$ cat src/logic/fp_cfg.svh
//////////////////////////////////////////////////////////////////////
// Binary32 format constants for the floating-point execution unit.
// Included by every RTL file that sizes operands or fields.
//////////////////////////////////////////////////////////////////////

`ifndef FP_CFG_SVH
`define FP_CFG_SVH

// Operand and field widths.
`define FP_W        32
`define FP_EXP_W    8
`define FP_MAN_W    23

`define FP_BIAS     127

// Canonical quiet NaN returned by min and max when both inputs are NaN.
`define FP_QNAN     32'h7fc0_0000

`define FP_CLASS_W  10     // One-hot class, negative infinity in bit 0.

`endif
$ cat src/logic/fp_pkg.sv
//////////////////////////////////////////////////////////////////////
// Shared types of the floating-point execution unit.
//////////////////////////////////////////////////////////////////////

package fp_pkg;

  // Operation codes, in the order used by the stimulus file.
  typedef enum logic [3:0] {
    FSGNJ     = 4'd0,
    FSGNJN    = 4'd1,
    FSGNJX    = 4'd2,
    FMIN      = 4'd3,
    FMAX      = 4'd4,
    FEQ       = 4'd5,
    FLT       = 4'd6,
    FLE       = 4'd7,
    FCLASS    = 4'd8,
    FMV       = 4'd9,
    FCVT_S_W  = 4'd10,
    FCVT_S_WU = 4'd11
  } fp_op_e;

  typedef enum logic [2:0] {
    RNE = 3'd0,
    RTZ = 3'd1,
    RDN = 3'd2,
    RUP = 3'd3,
    RMM = 3'd4
  } fp_rm_e;

  typedef enum logic [1:0] {
    IDLE  = 2'd0,
    SHIFT = 2'd1,
    DONE  = 2'd2
  } i2f_state_e;

  typedef struct packed {
    logic nv;
    logic dz;
    logic of;
    logic uf;
    logic nx;
  } fp_flags_t;

endpackage

$ cat src/logic/fp_rnd_if.sv
//////////////////////////////////////////////////////////////////////
// Unrounded value from the integer normalizer to the rounder.
// valid pulses for one cycle; the rounder never stalls the source.
//////////////////////////////////////////////////////////////////////

`timescale 1ns/1ps

`include "fp_cfg.svh"

interface fp_rnd_if import fp_pkg::*; ();

  logic                 sign;
  logic [`FP_EXP_W-1:0] exp;     // Biased exponent.
  logic [`FP_MAN_W:0]   sig;     // Significand with the hidden bit.
  logic                 guard;
  logic                 round;
  logic                 sticky;
  fp_rm_e               rm;
  logic                 valid;

  modport src (output sign, exp, sig, guard, round, sticky, rm, valid);

  modport snk (input sign, exp, sig, guard, round, sticky, rm, valid);

  modport mon (input valid);

endinterface

$ cat src/logic/fp_unit_top.sv
//////////////////////////////////////////////////////////////////////
// Top level of the single-precision FP unit with plain ports.
//////////////////////////////////////////////////////////////////////

`timescale 1ns/1ps

`include "fp_cfg.svh"

module fp_unit_top import fp_pkg::*; (
  input  logic             clk_i,
  input  logic             rst_n_i,
  input  logic             enable_i,
  input  fp_op_e           op_i,
  input  fp_rm_e           rm_i,
  input  logic [`FP_W-1:0] a_i,
  input  logic [`FP_W-1:0] b_i,
  input  logic             clear_i,
  output logic [`FP_W-1:0] result_o,
  output fp_flags_t        flags_o,
  output logic             ready_o,
  output logic             busy_o
);

  logic [`FP_W-1:0]       op_a;
  logic [`FP_W-1:0]       op_b;
  logic                   sign_a;
  logic                   sign_b;
  logic [`FP_CLASS_W-1:0] class_a;
  logic [`FP_CLASS_W-1:0] class_b;
  logic [`FP_W-1:0]       cmp_result;
  fp_flags_t              cmp_flags;
  logic [`FP_W-1:0]       rnd_result;
  fp_flags_t              rnd_flags;
  logic                   i2f_busy;
  logic                   i2f_start;
  logic                   i2f_signed;
  fp_rm_e                 i2f_rm;

  fp_rnd_if rnd_if ();

  fp_exe i_exe (
    .clk_i        (clk_i),
    .rst_n_i      (rst_n_i),
    .clear_i      (clear_i),
    .enable_i     (enable_i),
    .op_i         (op_i),
    .rm_i         (rm_i),
    .a_i          (a_i),
    .b_i          (b_i),
    .op_a_o       (op_a),
    .op_b_o       (op_b),
    .class_a_i    (class_a),
    .sign_a_i     (sign_a),
    .sign_b_i     (sign_b),
    .cmp_result_i (cmp_result),
    .cmp_flags_i  (cmp_flags),
    .rnd_result_i (rnd_result),
    .rnd_flags_i  (rnd_flags),
    .rnd          (rnd_if.mon),
    .i2f_busy_i   (i2f_busy),
    .i2f_start_o  (i2f_start),
    .i2f_signed_o (i2f_signed),
    .i2f_rm_o     (i2f_rm),
    .result_o     (result_o),
    .flags_o      (flags_o),
    .ready_o      (ready_o),
    .busy_o       (busy_o)
  );

  //////////////////////////////////////////////////////////////////////
  // Operand unpack, only sign and class are needed downstream.
  fp_ext i_ext_a (
    .data_i  (op_a),
    .sign_o  (sign_a),
    .exp_o   (),
    .man_o   (),
    .class_o (class_a)
  );

  fp_ext i_ext_b (
    .data_i  (op_b),
    .sign_o  (sign_b),
    .exp_o   (),
    .man_o   (),
    .class_o (class_b)
  );

  fp_cmp_max i_cmp_max (
    .a_i          (op_a),
    .b_i          (op_b),
    .class_a_i    (class_a),
    .class_b_i    (class_b),
    .op_i         (op_i),
    .cmp_result_o (cmp_result),
    .cmp_flags_o  (cmp_flags)
  );

  //////////////////////////////////////////////////////////////////////
  // Integer conversion path.
  fp_i2f i_i2f (
    .clk_i       (clk_i),
    .rst_n_i     (rst_n_i),
    .clear_i     (clear_i),
    .start_i     (i2f_start),
    .int_i       (op_a),
    .is_signed_i (i2f_signed),
    .rm_i        (i2f_rm),
    .busy_o      (i2f_busy),
    .rnd         (rnd_if.src)
  );

  fp_rnd i_rnd (
    .rnd      (rnd_if.snk),
    .result_o (rnd_result),
    .flags_o  (rnd_flags)
  );

endmodule

$ cat src/logic/fp_exe.sv
//////////////////////////////////////////////////////////////////////
// Dispatcher of the FP unit. Accepts a request, routes the operands,
// selects one result and flag set, and registers them with ready.
//////////////////////////////////////////////////////////////////////

`timescale 1ns/1ps

`include "fp_cfg.svh"

module fp_exe import fp_pkg::*; (
  input  logic                   clk_i,
  input  logic                   rst_n_i,
  input  logic                   clear_i,
  input  logic                   enable_i,
  input  fp_op_e                 op_i,
  input  fp_rm_e                 rm_i,
  input  logic [`FP_W-1:0]       a_i,
  input  logic [`FP_W-1:0]       b_i,
  // Unit side.
  output logic [`FP_W-1:0]       op_a_o,
  output logic [`FP_W-1:0]       op_b_o,
  input  logic [`FP_CLASS_W-1:0] class_a_i,
  input  logic                   sign_a_i,
  input  logic                   sign_b_i,
  input  logic [`FP_W-1:0]       cmp_result_i,
  input  fp_flags_t              cmp_flags_i,
  input  logic [`FP_W-1:0]       rnd_result_i,
  input  fp_flags_t              rnd_flags_i,
  fp_rnd_if.mon                  rnd,
  input  logic                   i2f_busy_i,
  output logic                   i2f_start_o,
  output logic                   i2f_signed_o,
  output fp_rm_e                 i2f_rm_o,
  // Request side.
  output logic [`FP_W-1:0]       result_o,
  output fp_flags_t              flags_o,
  output logic                   ready_o,
  output logic                   busy_o
);

  logic             accept;
  logic             is_cvt;
  logic [`FP_W-1:0] single_res;
  fp_flags_t        single_flags;

  assign op_a_o = enable_i ? a_i : '0;   // Idle operands held at zero.
  assign op_b_o = enable_i ? b_i : '0;

  assign accept = enable_i & ~i2f_busy_i & ~clear_i;
  assign is_cvt = (op_i == FCVT_S_W) || (op_i == FCVT_S_WU);

  assign i2f_start_o  = accept & is_cvt;
  assign i2f_signed_o = (op_i == FCVT_S_W);
  assign i2f_rm_o     = rm_i;
  assign busy_o       = i2f_busy_i;

  //////////////////////////////////////////////////////////////////////
  // Single-cycle results.
  always_comb begin
    single_res   = '0;
    single_flags = '0;
    case (op_i)
      FSGNJ:  single_res = {sign_b_i, op_a_o[`FP_W-2:0]};
      FSGNJN: single_res = {~sign_b_i, op_a_o[`FP_W-2:0]};
      FSGNJX: single_res = {sign_a_i ^ sign_b_i, op_a_o[`FP_W-2:0]};
      FMIN, FMAX, FEQ, FLT, FLE: begin
        single_res   = cmp_result_i;
        single_flags = cmp_flags_i;
      end
      FCLASS: single_res = {{(`FP_W-`FP_CLASS_W){1'b0}}, class_a_i};
      FMV:    single_res = op_a_o;
      default: begin
      end
    endcase
  end

  //////////////////////////////////////////////////////////////////////
  // Output registers.
  always_ff @(posedge clk_i or negedge rst_n_i) begin
    if (!rst_n_i) begin
      result_o <= '0;
      flags_o  <= '0;
      ready_o  <= 1'b0;
    end else if (clear_i) begin
      result_o <= '0;   // Aborted work leaves nothing behind.
      flags_o  <= '0;
      ready_o  <= 1'b0;
    end else if (rnd.valid) begin
      result_o <= rnd_result_i;
      flags_o  <= rnd_flags_i;
      ready_o  <= 1'b1;
    end else if (accept && !is_cvt) begin
      result_o <= single_res;
      flags_o  <= single_flags;
      ready_o  <= 1'b1;
    end else begin
      ready_o <= 1'b0;
    end
  end

endmodule

$ cat src/logic/fp_rnd.sv
//////////////////////////////////////////////////////////////////////
// Rounds a normalized significand and packs the binary32 result.
// Combinational; the exponent range of 32-bit integers cannot overflow.
//////////////////////////////////////////////////////////////////////

`timescale 1ns/1ps

`include "fp_cfg.svh"

module fp_rnd import fp_pkg::*; (
  fp_rnd_if.snk            rnd,
  output logic [`FP_W-1:0] result_o,
  output fp_flags_t        flags_o
);

  logic                  inexact;
  logic                  round_up;
  logic [`FP_MAN_W+1:0]  sum;
  logic                  carry;
  logic [`FP_EXP_W-1:0]  exp_r;
  logic [`FP_MAN_W-1:0]  frac_r;

  assign inexact = rnd.guard | rnd.round | rnd.sticky;

  always_comb begin
    case (rnd.rm)
      RNE:     round_up = rnd.guard & (rnd.round | rnd.sticky | rnd.sig[0]);
      RTZ:     round_up = 1'b0;
      RDN:     round_up = inexact & rnd.sign;
      RUP:     round_up = inexact & ~rnd.sign;
      RMM:     round_up = rnd.guard;  // Ties away from zero.
      default: round_up = 1'b0;
    endcase
  end

  assign sum   = {1'b0, rnd.sig} + {{(`FP_MAN_W+1){1'b0}}, round_up};
  assign carry = sum[`FP_MAN_W+1];

  // A carry out leaves 1.000..., so the fraction comes from one bit higher.
  assign exp_r  = rnd.exp + {{(`FP_EXP_W-1){1'b0}}, carry};
  assign frac_r = carry ? sum[`FP_MAN_W:1] : sum[`FP_MAN_W-1:0];

  assign result_o = {rnd.sign, exp_r, frac_r};

  always_comb begin
    flags_o    = '0;
    flags_o.nx = inexact;
  end

endmodule

$ cat src/logic/fp_i2f.sv
//////////////////////////////////////////////////////////////////////
// Integer to binary32 normalizer, one left shift per clock cycle.
// The unrounded value is handed to the rounder in the DONE state.
//////////////////////////////////////////////////////////////////////

`timescale 1ns/1ps

`include "fp_cfg.svh"

module fp_i2f import fp_pkg::*; (
  input  logic             clk_i,
  input  logic             rst_n_i,
  input  logic             clear_i,
  input  logic             start_i,
  input  logic [`FP_W-1:0] int_i,
  input  logic             is_signed_i,
  input  fp_rm_e           rm_i,
  output logic             busy_o,
  fp_rnd_if.src            rnd
);

  // Exponent of a value whose top set bit is bit 31.
  localparam logic [`FP_EXP_W-1:0] exp_top = `FP_EXP_W'(`FP_BIAS + `FP_W - 1);
  localparam int unsigned grd_bit = `FP_W - `FP_MAN_W - 2;

  i2f_state_e           state_q;
  logic [`FP_W-1:0]     mag_q;
  logic [`FP_W-1:0]     mag_in;
  logic [`FP_EXP_W-1:0] exp_q;
  logic                 sign_q;
  logic                 neg_in;
  logic                 zero_in;
  fp_rm_e               rm_q;

  assign neg_in  = is_signed_i & int_i[`FP_W-1];
  assign mag_in  = neg_in ? -int_i : int_i;
  assign zero_in = (mag_in == '0);

  always_ff @(posedge clk_i or negedge rst_n_i) begin
    if (!rst_n_i) begin
      state_q <= IDLE;
    end else if (clear_i) begin
      state_q <= IDLE;
    end else begin
      case (state_q)
        IDLE:    if (start_i) state_q <= (zero_in | mag_in[`FP_W-1]) ? DONE : SHIFT;
        SHIFT:   if (mag_q[`FP_W-2]) state_q <= DONE;  // Top bit set after this shift.
        DONE:    state_q <= IDLE;
        default: state_q <= IDLE;
      endcase
    end
  end

  always_ff @(posedge clk_i) begin
    if (state_q == IDLE && start_i) begin
      mag_q  <= mag_in;
      sign_q <= neg_in;
      rm_q   <= rm_i;
      exp_q  <= zero_in ? '0 : exp_top;
    end else if (state_q == SHIFT) begin
      mag_q <= mag_q << 1;
      exp_q <= exp_q - 1'b1;
    end
  end

  assign busy_o = (state_q != IDLE);

  assign rnd.sign   = sign_q;
  assign rnd.exp    = exp_q;
  assign rnd.sig    = mag_q[`FP_W-1 -: `FP_MAN_W+1];
  assign rnd.guard  = mag_q[grd_bit];
  assign rnd.round  = mag_q[grd_bit-1];
  assign rnd.sticky = |mag_q[grd_bit-2:0];
  assign rnd.rm     = rm_q;
  assign rnd.valid  = (state_q == DONE);

endmodule

$ cat src/logic/fp_cmp_max.sv
//////////////////////////////////////////////////////////////////////
// Comparisons (FEQ, FLT, FLE) and FMIN/FMAX, combinational.
//////////////////////////////////////////////////////////////////////

`timescale 1ns/1ps

`include "fp_cfg.svh"

module fp_cmp_max import fp_pkg::*; (
  input  logic [`FP_W-1:0]       a_i,
  input  logic [`FP_W-1:0]       b_i,
  input  logic [`FP_CLASS_W-1:0] class_a_i,
  input  logic [`FP_CLASS_W-1:0] class_b_i,
  input  fp_op_e                 op_i,
  output logic [`FP_W-1:0]       cmp_result_o,
  output fp_flags_t              cmp_flags_o
);

  logic nan_a;
  logic nan_b;
  logic snan_any;
  logic both_zero;
  logic sign_a;
  logic sign_b;
  logic mag_lt;
  logic mag_gt;
  logic eq;
  logic lt;
  logic lt_tot;

  assign nan_a     = class_a_i[8] | class_a_i[9];
  assign nan_b     = class_b_i[8] | class_b_i[9];
  assign snan_any  = class_a_i[8] | class_b_i[8];
  assign both_zero = (class_a_i[3] | class_a_i[4]) & (class_b_i[3] | class_b_i[4]);

  assign sign_a = a_i[`FP_W-1];
  assign sign_b = b_i[`FP_W-1];
  assign mag_lt = a_i[`FP_W-2:0] < b_i[`FP_W-2:0];
  assign mag_gt = a_i[`FP_W-2:0] > b_i[`FP_W-2:0];

  assign eq = both_zero | (a_i == b_i);

  always_comb begin
    if (both_zero) lt = 1'b0;
    else if (sign_a != sign_b) lt = sign_a;
    else lt = sign_a ? mag_gt : mag_lt;   // Negative values order reversed.
  end

  // Min and max also place -0 below +0.
  assign lt_tot = lt | (both_zero & sign_a & ~sign_b);

  always_comb begin
    cmp_result_o = '0;
    cmp_flags_o  = '0;
    case (op_i)
      FEQ: begin
        cmp_result_o[0] = ~nan_a & ~nan_b & eq;
        cmp_flags_o.nv  = snan_any;
      end
      FLT: begin
        cmp_result_o[0] = ~nan_a & ~nan_b & lt;
        cmp_flags_o.nv  = nan_a | nan_b;
      end
      FLE: begin
        cmp_result_o[0] = ~nan_a & ~nan_b & (lt | eq);
        cmp_flags_o.nv  = nan_a | nan_b;
      end
      FMIN, FMAX: begin
        cmp_flags_o.nv = snan_any;
        if (nan_a & nan_b) cmp_result_o = `FP_QNAN;
        else if (nan_a) cmp_result_o = b_i;
        else if (nan_b) cmp_result_o = a_i;
        else if ((op_i == FMIN) == lt_tot) cmp_result_o = a_i;
        else cmp_result_o = b_i;
      end
      default: begin
      end
    endcase
  end

endmodule

$ cat src/logic/fp_ext.sv
//////////////////////////////////////////////////////////////////////
// Splits one binary32 operand into its fields and classifies it.
// One instance per source operand.
//////////////////////////////////////////////////////////////////////

`timescale 1ns/1ps

`include "fp_cfg.svh"

module fp_ext (
  input  logic [`FP_W-1:0]       data_i,
  output logic                   sign_o,
  output logic [`FP_EXP_W-1:0]   exp_o,
  output logic [`FP_MAN_W-1:0]   man_o,
  output logic [`FP_CLASS_W-1:0] class_o
);

  logic exp_max;
  logic exp_zero;
  logic man_zero;
  logic is_inf;
  logic is_nan;
  logic is_norm;
  logic is_sub;
  logic is_zero;

  assign sign_o = data_i[`FP_W-1];
  assign exp_o  = data_i[`FP_W-2 -: `FP_EXP_W];
  assign man_o  = data_i[`FP_MAN_W-1:0];

  assign exp_max  = &exp_o;
  assign exp_zero = ~|exp_o;
  assign man_zero = ~|man_o;

  assign is_inf  = exp_max & man_zero;
  assign is_nan  = exp_max & ~man_zero;
  assign is_norm = ~exp_max & ~exp_zero;
  assign is_sub  = exp_zero & ~man_zero;
  assign is_zero = exp_zero & man_zero;

  // Negative classes occupy the low half, positive ones mirror them.
  assign class_o[0] = sign_o & is_inf;
  assign class_o[1] = sign_o & is_norm;
  assign class_o[2] = sign_o & is_sub;
  assign class_o[3] = sign_o & is_zero;
  assign class_o[4] = ~sign_o & is_zero;
  assign class_o[5] = ~sign_o & is_sub;
  assign class_o[6] = ~sign_o & is_norm;
  assign class_o[7] = ~sign_o & is_inf;
  assign class_o[8] = is_nan & ~man_o[`FP_MAN_W-1];  // Signalling.
  assign class_o[9] = is_nan & man_o[`FP_MAN_W-1];   // Quiet.

endmodule

$ cat config.mk
export PLATFORM = sky130hd
export DESIGN_NAME = fp_unit_top
export DESIGN_NICKNAME = d
export VERILOG_FILES = /design/src/logic/fp_pkg.sv /design/src/logic/fp_rnd_if.sv /design/src/logic/fp_unit_top.sv /design/src/logic/fp_exe.sv /design/src/logic/fp_rnd.sv /design/src/logic/fp_i2f.sv /design/src/logic/fp_cmp_max.sv /design/src/logic/fp_ext.sv
export VERILOG_INCLUDE_DIRS = /design/src /design/src/logic
export SDC_FILE = /design/constraint.sdc
export NUM_CORES = 1
export LEC_CHECK = 0
export BUFFER_PORTS_ARGS = -buffer_cell sky130_fd_sc_hd__buf_2
export CORE_MARGIN = 2
export CORE_UTILIZATION = 50
export CTS_CLUSTER_DIAMETER = 60
export DETAILED_ROUTE_END_ITERATION = 7
export GPL_TIMING_DRIVEN = 0
export PLACE_DENSITY = 0.72
export SLEW_MARGIN = 20
export SYNTH_ARGS = -nofsm -noshare
export SYNTH_HDL_FRONTEND = slang
export SYNTH_SLANG_ARGS = --single-unit
$ cat constraint.sdc
create_clock -name clk_i -period 9.4 [get_ports clk_i]
set_input_delay 1.41 -clock clk_i [delete_from_list [all_inputs] [get_ports clk_i]]
set_output_delay 1.41 -clock clk_i [all_outputs]
set_load 0.005 [all_outputs]
; Word level (Yosys, flattened, before mapping)
; Index checks and enable logic that the tools add are counted.
[totals]
memories = 0
rom_bits = 0
register_bits = 84
elab_cells = 163
inputBits = 75
ramBits = 0
output_inout_bits = 39
latchBits = 0
[classes]
addsub = 4
n_mux = 36
order_cmp = 2
n_reduce_logical = 27
n_shift = 0
multipliers = 0
bitwise_logic = 61
div = 0
n_eq_ne = 21
[ops]
columns = operator, n
row1 = 32-bit 2-to-1 mux, 12
row2 = 32-bit one-hot mux with 6 select lines, 1
row3 = 23-bit OR reduction, 2
row4 = 1-bit bitwise AND, 36
row5 = 32-bit == test, 1
row6 = 32-bit zero test, 1
row7 = 32-bit negation, 1
row8 = 31-bit > comparator, 1
row9 = 31-bit less-than comparator, 1
row10 = 31-bit 2-to-1 mux, 1
row11 = 24-bit by 1-bit adder with 25-bit output, 1
row12 = 8-bit 2-to-1 mux, 3
row13 = 23-bit 2-to-1 mux, 1
row14 = 5-bit 2-to-1 mux, 4
row15 = "4-bit by 3-bit == test with 1-bit output, second input constant", 4
row16 = "4-bit == test, second input constant", 4
row17 = 8-bit AND reduction, 2
row18 = 8-bit OR reduction, 2
row19 = 1-bit bitwise OR, 14
row20 = 1-bit NOT, 10
row21 = 8-bit by 1-bit adder with 8-bit output, 1
row22 = "4-bit by 2-bit == test with 1-bit output, second input constant", 2
row23 = 2-bit 2-to-1 mux, 4
row24 = 1-bit one-hot mux with 4 select lines, 2
row25 = 26 further kinds, 40

; Depth between registers and ports, before layout
[logic_depth]
depth_word = 20
depth_mapped = 21
mapped_depth_nobuf = 19

; By module
; Synthesis repeated with hierarchy kept, for this count alone.
[hier_totals]
hier_cells = 1235
area_unflattened_um2 = 9840.7
[by_module_without_submodules]
columns = mod, instances, cells_per_inst, area_each_um2, seq_area_each_um2
row1 = fp_i2f, 1, 387, 3559.7, 1371.3
row2 = fp_exe, 1, 329, 2821.5, 950.9
row3 = fp_cmp_max, 1, 267, 1677.9, 0.0
row4 = fp_ext, 2, 61, 464.2, 0.0
row5 = fp_rnd, 1, 130, 853.3, 0.0

; Least setup slack after synthesis
; No wires, ideal clock.
[synth_path]
path_kind = input port to flip-flop
startpoint = input enable_i
endpoint = register i_exe.result_o[10]
t_arrival_ns = 6.081
setup_time_ns = 0.068
setup_slack_ns = 3.251
t_required_ns = 9.332
path_stages = 20
path_buffers = 8
cell_sequence = buf_2 -> buf_4 -> buf_4 -> buf_2 -> clkbuf_1 -> clkbuf_1 -> clkbuf_1 -> buf_1 -> nand2_1 -> ha_1 -> nor2b_1 -> a2bb2oi_1 -> o32ai_1 -> o2111a_1 -> o41a_1 -> a22o_1 -> o221ai_2 -> nor2_4 -> nor3_1 -> a221o_1
[synth_via]
elab_chain_len = 20
word_cells_on_any_way = 57
classes_between = 2 x order compare / 2 x eq/ne / 14 x mux / 27 x bitwise / 12 x reduce/logical
[synth_lines]
columns = item, line
row1 = start: declaration, fp_unit_top.sv:12  ; input logic enable_i,
row2 = "parallel branches: the longest is 20 deep, another holds 31-bit less-than comparator", --
row3 = end signal: assignment, fp_exe.sv:89  ; result_o <= rnd_result_i;
row4 = end signal: assignment, fp_exe.sv:93  ; result_o <= single_res;
row5 = end: declaration, fp_exe.sv:35  ; output logic [`FP_W-1:0] result_o,
; Several ways; the timed one is not identified. The select of a mux whose other input is x is not followed.
; A chain may end at the register's enable or synchronous reset.

; Worst setup path in the final report
[layout_path]
startpoint = input enable_i
endpoint = register i_exe.result_o[15]
; Same word-level chain as after synthesis.

==> run summary <==
status: finished clean
worst ir drop on vdd: 0.0671 mV
# IOs: 114
Hold WS: 0.504 ns
Final Hold Fails: 0
Critical Path AT: 8.32 ns
Synth Area in Adders: 4.84%
EDFF count, synth: 44
number of global-route vias before repair: 7,894
reg2reg start: i_i2f.mag_q[3]
CP Cell Sequence: buf_2 > buf_2 > buf_4 > buf_4 > buf_2 > clkbuf_1 > clkbuf_1 > clkbuf_1 > buf_1 > nand2_1 > ha_1 > nand4_1 > nor2_1 > nand3_1 > a31o_2 > o41a_1 > a22o_1 > o221ai_2 > nor2_4 > nor3_1 > a221o_1
CTS tree: done
Comb power frac: 25.2%
hold endpoint: i_exe.flags_o[4]
Die Wd: 129 um
Fmax achieved: 124 MHz
sw frac: 32.7%
die area: 16,500 um2
Pwr Density: 113 nW/um2
sequential share of power: 39.0%
Largest stage delay, worst path: 0.84 ns
Synthesis Warnings: 0
WL/cell: 24.3 um
sequential cell area fraction in the yosys report: 29.0%
critical-path maximum fanout: 10
Routed Antenna Nets: 0
CP required: 9.67 ns
# DRC: 0
share of flip-flops with an asynchronous set or reset: 45.7%
drt pass-1 iters: 6
TritonCTS buffer count: 9
# diodes: 0
cell chosen for the clock root: clkbuf_16
TritonCTS Sinks: 81
Final setup viols: 0
GRT busiest layer: met2
RSZ-0062 raised after global routing: no
IO Port Bufs: 102
drt initial violations: 1,205
internal power: 0.000678 W
met3 global-route usage: 5.41%
slowest CP cell: nor3_1
Post-Route WL: 31,900 um
layout cells sized above 1: 14.8%
Reg2Reg Setup Slack: 4.69 ns
Placer Congestion: 1.02
Fin Setup TNS: 0 ns
P_leak: 3.69 nW
flops & latches, synth: 81
Synth top area share: 17.0%
Hold WC Path Type: reg -> reg
final clock skew: 0.00760 ns
growth of design area from synthesis to finish: 14.5%
Compound-Gate Fraction of Synth Area: 26.3%
Synth cell types: 85
Global Route met1 Usage: 54.1%
launch point of the worst hold path: i_exe.flags_o[4]
Mean Syn Cell Area: 7.73 um2
setup repair bufs after CTS: 0
Slew HR: 26.5%
largest family of logic cells by synthesized area: compound AO/OA/AOI/OAI gates
CP bufs+invs: 9
M2 GR Usage: 58.1%
Mapped Area: 7750 um2
synthesized instance count: 1,003
vias per inst: 6.70
Fill cells: 1,506
ys flop type: edfxtp_1
Clk pin slew, worst setup/hold paths: 0.06 ns
initial antenna violation count: 0
delay-heaviest family, CP: buffers and inverters
Simple-Gate Fraction of Synth Area: 26.0%
chip height: 129 um
Worst setup EP type: register
Sw Pwr: 0.000329 W
Synth Area in XOR/XNOR: 6.89%
largest net degree at the start of global routing: 38
Core Footprint: 15,200 um2
initial core utilization: 51.0%
fin. max-slew vios: 0
DP HPWL: 25,500 um
Tcrit/Tclk final: 85.6%
total track usage: 38.6%
Hold Path Stages: 1
minimum clock period: 8.05 ns
R2R depth: 16
top cell type by total area after synthesis: edfxtp_1
hold_buf cts: 0
RR Endpoint: i_exe.result_o[13]
Rows: 45
nets: 1,225
Worst-Margin Slew: 1.10 ns
H-tree depth: 3
Post-CTS Resized: 0
first-pass GRT wire length: 47,500 um
CTS max path bufs: 2
Setup CP Type: in -> reg
Clk pwr share: 35.9%
mux cell area share after synthesis: 1.68%
via count: 8,796
grt ovf: 0
top cells by area, synth: edfxtp_1 17%, dfrtp_1 12%, nand2_1 8.3%
CP Launch Type: input pin
MaxCap Viol Count: 0
clock latency on the worst-skew pair: 0.35 ns
==> Yosys cell counts, types with 5 or more instances <==
cell and number:
nor4_1 13, inv_1 31, nand2b_1 5, o21ai_0 70, a21o_1 9, nand4_1 13, and3_1 11, nor3_1 29
nand2_1 171, or3_1 5, or2_2 6, nor2b_1 9, a221o_1 11, mux2i_1 13, ha_1 30, a211oi_1 10
o211ai_1 5, o22ai_1 6, xnor2_1 42, a21oi_1 72, dfrtp_1 37, buf_1 7, xor2_1 19, o21a_1 8
o221ai_1 7, and2_1 19, nor2_1 85, nand3_1 31, buf_4 7, edfxtp_1 44, or4_1 8, a31oi_1 11
clkbuf_1 42, o31ai_1 13, buf_2 8, a32oi_1 8
==> cells in the final DEF (no fill, tap or decap), types with 13 or more instances in the layout <==
master,n
nand2_1,171
buf_2,110
nor2_1,85
a21oi_1,72
o21ai_0,69
edfxtp_1,44
clkbuf_1,42
xnor2_1,42
dfrtp_1,37
inv_1,31
nand3_1,31
ha_1,30
nor3_1,29
and2_1,19
xor2_1,19
nor4_1,13
o31ai_1,13
mux2i_1,13
nand4_1,13
==> state kept, by name (all words and copies together) (netlist names) <==
name            cells
i_i2f.rnd.rm        3
i_i2f.mag_q        32
i_i2f.rnd.exp       8
i_exe.flags_o       2
i_exe.result_o     32
i_i2f.rnd.sign      1
i_exe.ready_o       1
i_i2f.state_q       2
==> power groups by stage <==
stage                     Sequential [W]  Clock, W  Combinational (W)
after floorplan                 0.000398         0           0.000145
after global placement          0.000400         0           0.000240
after detailed placement        0.000399         0           0.000242
after CTS                       0.000392  0.000362           0.000243
after global routing            0.000393  0.000375           0.000269
final                           0.000392  0.000361           0.000253
==> worst max-delay path by stage <==
stage | from | endpoint | slack, ns | cells after the start
2_1_floorplan | enable_i | i_exe.result_o[10] | 3.25 | 20
3_3_place_gp | enable_i | i_exe.result_o[17] | 1.16 | 21
3_5_place_dp | enable_i | i_exe.result_o[15] | 1.16 | 21
4_1_cts | enable_i | i_exe.result_o[15] | 1.52 | 21
5_1_grt | enable_i | i_exe.result_o[15] | 1.11 | 21
6_report | enable_i | i_exe.result_o[15] | 1.35 | 21
==> routing by layer <==
metal,vias up,routed length [um]
met1,4142,13100
met3,102,3400
met2,620,13600
li1,3932,-
met4,0,1830
met5,-,0
==> area by class of cell <==
| type | count | area [um2] | area share, % |
|---|---|---|---|
| inverter | 31 | 116 | 1.31 |
| tap | 188 | 235 | 2.65 |
| timing repair buffer | 104 | 566 | 6.37 |
| multi-input combinational | 828 | 5120 | 57.7 |
| sequential | 81 | 2250 | 25.3 |
| clock inverter | 7 | 78.8 | 0.888 |
| clock buffer | 9 | 225 | 2.54 |
| buffer | 65 | 288 | 3.24 |
==> cell families after synthesis <==
group | count (synthesis)
XOR/XNOR | 61
buffers and inverters | 96
AND/OR/NAND/NOR | 426
multiplexers | 13
other | 1
AO/OA/AOI/OAI | 295
flip-flops | 81
adder cells (fa/ha/maj) | 30
==> metrics by stage <==
step | total power, W | cell area [um2] | cells | util [%] | setup slack, ns
3_5_place_dp | 0.000641 | 8570 | 1297 | 56.4 | 1.16
6_report | 0.00101 | 8880 | 1313 | 58.4 | 1.35
2_1_floorplan | 0.000543 | 7760 | 1005 | - | 3.25
3_3_place_gp | 0.000640 | 8510 | 1295 | 56.0 | 1.16
4_1_cts | 0.000997 | 8880 | 1313 | 58.4 | 1.52
5_1_grt | 0.00104 | 8880 | 1313 | 58.4 | 1.11
Power figures use the tool's default switching activity.
